## config.mk

```make
export PLATFORM = sky130hd
export DESIGN_NAME = key_decoder
export DESIGN_NICKNAME = d
export VERILOG_FILES = /design/src/rtl/shell_input_pkg.sv /design/src/rtl/key_decoder.sv
export SDC_FILE = /design/constraint.sdc
export NUM_CORES = 1
export LEC_CHECK = 0
export BUFFER_PORTS_ARGS = -buffer_cell sky130_fd_sc_hd__buf_4
export CAP_MARGIN = 10
export CORE_AREA = 2 2 39 41
export DETAILED_ROUTE_END_ITERATION = 8
export DIE_AREA = 0 0 41 43
export GPL_TIMING_DRIVEN = 1
export SLEW_MARGIN = 30
export SYNTH_ARGS = -nofsm -noshare
export SYNTH_HDL_FRONTEND = slang
export SYNTH_SLANG_ARGS = --single-unit
```

## constraint.sdc

```tcl
create_clock -name clk_sys -period 1.91 [get_ports clk_sys]
set_clock_uncertainty 0.2 [all_clocks]
set_input_delay 0.191 -clock clk_sys [delete_from_list [all_inputs] [get_ports clk_sys]]
set_output_delay 0.191 -clock clk_sys [all_outputs]
set_load 0.005 [all_outputs]
```

## src/rtl/shell_input_pkg.sv

```systemverilog
// Input handling definitions
// keyboard scan codes, joystick bit positions and the button record
// shared by the key decoder and the control mapper
`default_nettype none

package shell_input_pkg;

	typedef logic [7:0] key_code_t;
	typedef logic [7:0] joy_t;

	typedef struct packed {
		logic up;
		logic down;
		logic left;
		logic right;
		logic fire1;
		logic fire2;
		logic coin;
		logic start1;
		logic start2;
	} buttons_t;

	// ====================
	// joystick bits
	// ====================
	localparam int JOY_RIGHT = 0;
	localparam int JOY_LEFT = 1;
	localparam int JOY_DOWN = 2;
	localparam int JOY_UP = 3;
	localparam int JOY_FIRE = 4;
	localparam int JOY_BOMB = 5;

	// ====================
	// scan codes
	// ====================
	localparam key_code_t KEY_UP = 8'h75;
	localparam key_code_t KEY_DOWN = 8'h72;
	localparam key_code_t KEY_LEFT = 8'h6B;
	localparam key_code_t KEY_RIGHT = 8'h74;
	// ESC
	localparam key_code_t KEY_COIN = 8'h76;
	// F1 and F2
	localparam key_code_t KEY_START1 = 8'h05;
	localparam key_code_t KEY_START2 = 8'h06;
	// space and alt
	localparam key_code_t KEY_FIRE1 = 8'h29;
	localparam key_code_t KEY_FIRE2 = 8'h11;

endpackage

`default_nettype wire

```

## src/rtl/key_decoder.sv

```systemverilog
// Keyboard decoder
// keeps one held level per cabinet button, updated from the scan
// code strobes; codes that name no button are ignored
`default_nettype none

module key_decoder (
	input  logic                       clk_sys,
	input  logic                       arst_n,
	input  logic                       key_strobe,
	input  logic                       key_pressed,
	input  shell_input_pkg::key_code_t key_code,
	output shell_input_pkg::buttons_t  buttons
);

	always_ff @(posedge clk_sys or negedge arst_n) begin
		if (!arst_n) begin
			buttons <= '0;
		end else if (key_strobe) begin
			// make sets the level, break clears it
			case (key_code)
				shell_input_pkg::KEY_UP:     buttons.up <= key_pressed;
				shell_input_pkg::KEY_DOWN:   buttons.down <= key_pressed;
				shell_input_pkg::KEY_LEFT:   buttons.left <= key_pressed;
				shell_input_pkg::KEY_RIGHT:  buttons.right <= key_pressed;
				shell_input_pkg::KEY_FIRE1:  buttons.fire1 <= key_pressed;
				shell_input_pkg::KEY_FIRE2:  buttons.fire2 <= key_pressed;
				shell_input_pkg::KEY_COIN:   buttons.coin <= key_pressed;
				shell_input_pkg::KEY_START1: buttons.start1 <= key_pressed;
				shell_input_pkg::KEY_START2: buttons.start2 <= key_pressed;
				default: ;
			endcase
		end
	end

endmodule

`default_nettype wire

```

==> impl_metrics.toml, run 1 <==
[status]
run_status = "finished, final reports clean"

[layout]
ff_latch_area_um2 = 225
post_route_cells_drive_above_1_share_pct = 38.1
n_fill_cell = 125
multi_input_comb_area_um2 = 238
layout.cells.most_common = "sky130_fd_sc_hd__buf_4"
flow.area_growth_from_synthesis_pct = 44.6
largest_registers = "buttons x9"
regMostFlops = "buttons"
most_frequent_cells_in_the_layout = "sky130_fd_sc_hd__buf_4 (20), sky130_fd_sc_hd__mux2_1 (9), sky130_fd_sc_hd__dfrtp_1 (9)"
layout.nets = 76
n_antenna_cell = 0
largest_register_ffs = 9

[run]
drv.max_cap_violation_count = 0

[sta]
final.hold.worst_slack_ps = 10.4
max_freq_mhz = 844
timing_hold_violations_final = 0
totalNegativeSetupSlack_ps = 0
setup_viol = 0
post-route-period-util_pct = 62.0
layout_min_cycle_time_ps = 1190
tightest_slew_ps = 307
grt_setup_unrepaired = "no"
maxSlewViolCount = 0
timing.slew.headroom_pct = 79.2

[worst_hold_path]
hp_class = "primary input to register"

[critical_path]
crit_path_end_kind = "register"
path_class = "primary input to register"
critical_path.max_fanout = 4
crit_required_ps = 1860
arrival_ps = 1130
worstSetupStartpointType = "primary input"

[global_route]
grt_pass1_vias = 404
grt_start_max_net_pins = 10
grt_util_all_layers_pct = 13.5
antenna_violations_before_repair = 0
wire_length_of_the_first_global_routing_pass_mm = 1.57
grt_remaining_overflow = 0

[routing]
avgRoutedWirePerCell_um = 12.9
drt_pass1_iterations = 4
route.antenna.remaining_nets = 0
route.vias.total = 408
post_dr_vias_cell = 5.16
initialDrtViolationCount = 9
route.detailed.drc = 0
postRouteWirelength_mm = 1.02

[placed_design]
dp_hpwl_um = 770
io_port_bufs = 20
finalWeightedCongestion = 0.738

[clock_network]
clock-root-buffer = "sky130_fd_sc_hd__clkbuf_4"
tritoncts = "done"
cts_max_level = 1
worstSkewPairLatency_ps = 260
clock_sinks = 9
cts_buffers = 3
ctsResizeCount = 0
clock_path_buffers = 2
worst_setup_hold_path_clk_slew_ps = 60

[logic_synthesis]
ys_ff_latch = 9
dominant_combinational_cell_family_by_area_after_synthesis = "simple AND/OR/NAND/NOR gates"
post_synth_inst_count = 38
simple_gate_share_of_the_synthesized_area_pct = 29.5
number_of_distinct_standard_cells_referenced_by_the_synthesized_netlist = 12
synth_compound_gate_area_share_pct = 0
synth_nets = 50
synth_adder_area_share_pct = 0
yosysWarningCount = 0
post_synth_instance_area_um2 = 463
syn_area_per_cell_um2 = 12.2
synthXorXnorAreaFrac_pct = 0
synth_seq_area_share_pct = 48.6
post_synth_mux_area_share_pct = 21.9

[floorplanning]
die_area_mm2 = 0.00176
io_pins = 21
placement_rows = 14
fp.coreArea_mm2 = 0.00138
floorplan.die.height_um = 43
initial_core_util_pct = 33.5
floorplan.die.width_um = 41

[power]
total_power_uw = 416
p_leak_uw = 0.000346
power.density_cell_area_mw_per_mm2 = 622
ir_worst_vdd_uv = 613
report_power, final:
| group | internal, uW | switching, uW | total [uW] |
|---|---|---|---|
| logic | 37.2 | 27.8 | 65.0 |
| registers | 200 | 4.37 | 204 |
| clock network | 80.6 | 66.8 | 147 |
path summary, 6_finish.rpt:
path | from | to | slack [ps] | cells after the start
setup / recovery | key_code[5] | buttons[3] | 720 | 4
hold / removal | key_pressed | buttons[7] | 10 | 2
setup reg to reg | buttons[2] | buttons[2] | 920 | 1
hold reg to reg | buttons[8] | buttons[8] | 290 | 1
max in group asynchronous | arst_n | buttons[1] | 1270 | 2
min in group asynchronous | arst_n | buttons[2] | 110 | 2
critical path, cell delays in order:
cell and delay [ps]:
sky130_fd_sc_hd__buf_4 120, sky130_fd_sc_hd__nor4b_1 340, sky130_fd_sc_hd__nand4_1 150, sky130_fd_sc_hd__mux2_1 320
stage by stage:
step                      cells  worst slack [ps]  instance area [um2]  util, %
after global placement       74               472                  633     45.8
after detailed placement     74               469                  633     45.8
final                        79               725                  669     48.4
after floorplan              38               698                  463        -
after CTS                    79               726                  669     48.4
after global routing         79               697                  669     48.4
cells by family after synthesis:
kind of cell / Yosys count
DFF: 9
muxes: 9
and+or+nand+nor: 20
per-layer routing:
layer	track usage, %	share of wire, %
met4	0	0
met1	17.7	45
met3	9.42	8.4
met2	19.4	46
met5	0	0
Yosys cell counts:
cell,count,share of area (%)
sky130_fd_sc_hd__mux2_1,9,22
sky130_fd_sc_hd__and4bb_1,1,2.7
sky130_fd_sc_hd__dfrtp_1,9,49
sky130_fd_sc_hd__nand3_1,6,6.5
sky130_fd_sc_hd__nor2b_1,1,1.4
sky130_fd_sc_hd__nor2_1,3,2.4
sky130_fd_sc_hd__nor4_2,1,2.7
sky130_fd_sc_hd__and4b_1,2,4.3
sky130_fd_sc_hd__and2b_1,1,1.6
sky130_fd_sc_hd__nor4b_1,1,1.9
sky130_fd_sc_hd__and3b_1,1,1.9
sky130_fd_sc_hd__nand4_1,3,4.1
cell type report:
cell class / instances / area share [%]
Multi-Input combinational cell: 29 / 35.5
Sequential cell: 9 / 33.6
Timing Repair Buffer: 21 / 23.9
Clock buffer: 4 / 3.93
Tap cell: 16 / 2.99
what timing repair did:
| item | in CTS | in global routing |
|---|---|---|
| setup buffers | 0 | 0 |
| hold endpoints to repair | 9 | 0 |
| hold buffers | 1 | 0 |
(Power assumes the default switching activity.)
==> inputs of run 2 (changes only) <==
--- a/config.mk
+++ b/config.mk
@@ -5,12 +5,13 @@
 export SDC_FILE = /design/constraint.sdc
 export NUM_CORES = 1
 export LEC_CHECK = 0
+export ABC_AREA = 1
 export BUFFER_PORTS_ARGS = -buffer_cell sky130_fd_sc_hd__buf_4
 export CAP_MARGIN = 10
-export CORE_AREA = 2 2 39 41
+export CORE_UTILIZATION = 41
 export DETAILED_ROUTE_END_ITERATION = 8
-export DIE_AREA = 0 0 41 43
 export GPL_TIMING_DRIVEN = 1
+export PLACE_DENSITY = 0.71
 export SLEW_MARGIN = 30
 export SYNTH_ARGS = -nofsm -noshare
 export SYNTH_HDL_FRONTEND = slang
==> constraint.sdc (replaced) <==
create_clock -name clk_sys -period 1 [get_ports clk_sys]
set_clock_uncertainty 0.2 [all_clocks]
set_input_delay 0.1 -clock clk_sys [delete_from_list [all_inputs] [get_ports clk_sys]]
set_output_delay 0.1 -clock clk_sys [all_outputs]
set_load 0.005 [all_outputs]
==> run 2 against run 1 <==
The run now ends with negative hold slack, negative setup slack left. Global-route usage increased by 6.7 points. Non-clock buffer count increased by 6. Core utilization is 22 points higher. First-iteration DRC count is the same. Design area up 23%. Cell count rose by 57%. Combinational power rose to 2.8 times the previous value.
==> impl_metrics.toml, run 2 <==
[logic_synthesis]
yosys.cell_count.top_type = "sky130_fd_sc_hd__nand2_1"
synth_ff_type = "sky130_fd_sc_hd__dfrtp_1"
syn_area_per_cell_um2 = 6.77
ys_ff_latch = 9
yosysWarningCount = 0
number_of_distinct_standard_cells_referenced_by_the_synthesized_netlist = 11
synthArstFlopShare_pct = 100
post_synth_inst_count = 81
cell_type_with_the_highest_aggregate_area_in_the_netlist = "sky130_fd_sc_hd__dfrtp_1"
ys_top_cells_by_count = "sky130_fd_sc_hd__nand2_1 (32), sky130_fd_sc_hd__nor2_1 (10), sky130_fd_sc_hd__dfrtp_1 (9), sky130_fd_sc_hd__nand3_1 (9), sky130_fd_sc_hd__inv_1 (8)"
synth_enable_flop_cells = 0
synthDominantCellAreaShare_pct = 41.1
synth_nets = 93
synth_seq_area_share_pct = 41.1
synth.top_cells.by_area = "sky130_fd_sc_hd__dfrtp_1 (41%), sky130_fd_sc_hd__nand2_1 (22%), sky130_fd_sc_hd__nand3_1 (8.2%)"
post_synth_instance_area_um2 = 548

[critical_path]
worst_r2r_endpoint = "buttons[0]"
cpLargestDelayFamily = "flip-flops"
reg2reg_slack_ps = 70
path_class = "register to output port"
timing.critical_path.buf_inv = 1
worstSetupStartpointType = "register"
crit_path_end_kind = "output port"
critical_path.cell_chain = "buf_6"
critical_path.max_fanout = 2
cp.depth = 1
crit_path_start = "buttons[6]"
reg2reg_from = "buttons[0]"
timing.critical_path.slowest_stage_cell = "sky130_fd_sc_hd__dfrtp_1"
worst_path_largest_cell_delay_ps = 400
arrival_ps = 780
crit_required_ps = 700
reg2regPathDepth = 3

[sta]
timing.slew.headroom_pct = 83.4
timing_hold_violations_final = 14
grt_setup_unrepaired = "yes"
max_freq_mhz = 926
worst_setup_margin_ps = -79.5
maxSlewViolCount = 0
layout_min_cycle_time_ps = 1080
totalNegativeSetupSlack_ps = -632
setup_viol = 9
final.hold.worst_slack_ps = -53.4
post-route-period-util_pct = 108
tightest_slew_ps = 248

[run]
drv.max_cap_violation_count = 0

[power]
pwr-share-comb_pct = 20.8
power.share.switching_pct = 27.4
power.density_cell_area_mw_per_mm2 = 1050
cell_internal_pwr_uw = 629
ir_worst_vdd_uv = 806
share_clk_of_total_power_pct = 33.8
total_power_uw = 867
p_leak_uw = 0.000447
power.net_switching_uw = 237
seq_power_share_pct = 45.4

[clock_network]
cts_max_level = 1
clock_sinks = 9
hold_buffers = 1
clock-root-buffer = "sky130_fd_sc_hd__clkbuf_4"
worst_setup_hold_path_clk_slew_ps = 70
tritoncts = "done"
cts_buffers = 3
worstSkewPairLatency_ps = 260
clock_path_buffers = 2

[floorplanning]
initial_core_util_pct = 46.8
fp.coreArea_mm2 = 0.00117
io_pins = 21
placement_rows = 12
die_area_mm2 = 0.00149
floorplan.die.width_um = 38.6
floorplan.die.height_um = 38.6

[layout]
most_frequent_cells_in_the_layout = "sky130_fd_sc_hd__nand2_1 (32), sky130_fd_sc_hd__buf_4 (17), sky130_fd_sc_hd__nor2_1 (10)"
layout.cells.most_common = "sky130_fd_sc_hd__nand2_1"
n_antenna_cell = 0
regMostFlops = "buttons"
largest_registers = "buttons x9"
layout.nets = 123
largest_register_ffs = 9
post_route_cells_drive_above_1_share_pct = 30.0
flow.area_growth_from_synthesis_pct = 50.0
n_fill_cell = 104

[routing]
route.vias.total = 587
initialDrtViolationCount = 9
avgRoutedWirePerCell_um = 10.4
route.antenna.remaining_nets = 0
postRouteWirelength_mm = 1.29
drt_pass1_iterations = 4
post_dr_vias_cell = 4.73
route.detailed.drc = 0

[placed_design]
io_port_bufs = 20
finalWeightedCongestion = 0.848
detailedPlace.worstSlack_ps = -148
dp_hpwl_um = 942

[global_route]
most_utilized_layer_in_the_global_route_result = "met2"
groute.layer.met2.usage_pct = 33.8
grt_pass1_vias = 496
grt_start_max_net_pins = 15
antenna_violations_before_repair = 0
grt_remaining_overflow = 0
wire_length_of_the_first_global_routing_pass_mm = 2.01
global_route.usage.met1_pct = 24.5
groute.layer.met3.usage_pct = 6.98
grt_util_all_layers_pct = 20.2

[worst_hold_path]
min_to = "buttons[1]"
hold-path-cell-count = 3
start_point_of_the_worst_hold_path = "key_pressed"
hp_class = "primary input to register"

[status]
failed_checks = "negative hold slack, negative setup slack"
run_status = "finished, violations left"
==> run 2: cell type report <==
cell class | instances | area (um2) | area share (%)
sequential | 9 | 225 | 27.4
inverter | 8 | 30.0 | 3.65
timing repair buffer | 27 | 239 | 29.1
multi-input combinational | 62 | 284 | 34.6
tap | 14 | 17.5 | 2.13
clock buffer | 4 | 26.3 | 3.20
==> run 2: metal layers <==
layer  share of wire, %  up-vias
li1                   -      318
met1                 47      252
met2                 47       15
met3                5.1        2
met4                1.1        0
met5                  0        -
==> run 2: cells by family (layout without fill, tap and decap cells) <==
family | Yosys count | after routing | synth area share, %
buf+inv | 10 | 39 | 7.08
simple gates | 62 | 62 | 51.8
flops | 9 | 9 | 41.1
==> run 2: worst max-delay path by stage <==
| stage | endpoint | slack, ps |
|---|---|---|
| 2_1_floorplan | buttons[0] | 80 |
| 3_3_place_gp | buttons[0] | -110 |
| 3_5_place_dp | buttons[0] | -150 |
| 4_1_cts | buttons[6] | -80 |
| 5_1_grt | buttons[6] | -110 |
| 6_report | buttons[6] | -80 |
==> run 2: what timing repair did <==
item	CTS	global route
gates resized for setup	9	0
cloned	0	0
endpoints found under the hold margin	18	9
endpoints found under the setup margin	9	9
setup buffers	3	1
==> run 2: power groups by stage <==
stage | registers [uW] | logic, uW | clock network [uW]
floorplan | 398 | 64.1 | 0
global placement | 397 | 154 | 0
detailed placement | 397 | 156 | 0
CTS | 393 | 178 | 292
global route | 395 | 200 | 317
finish | 393 | 180 | 293
==> run 2: stage by stage <==
step           cell area [um2]  util [%]  instances
2_1_floorplan              548         -         81
3_3_place_gp               722      61.6        115
3_5_place_dp               722      61.6        115
4_1_cts                    815      69.6        123
5_1_grt                    822      70.2        124
6_report                   822      70.2        124
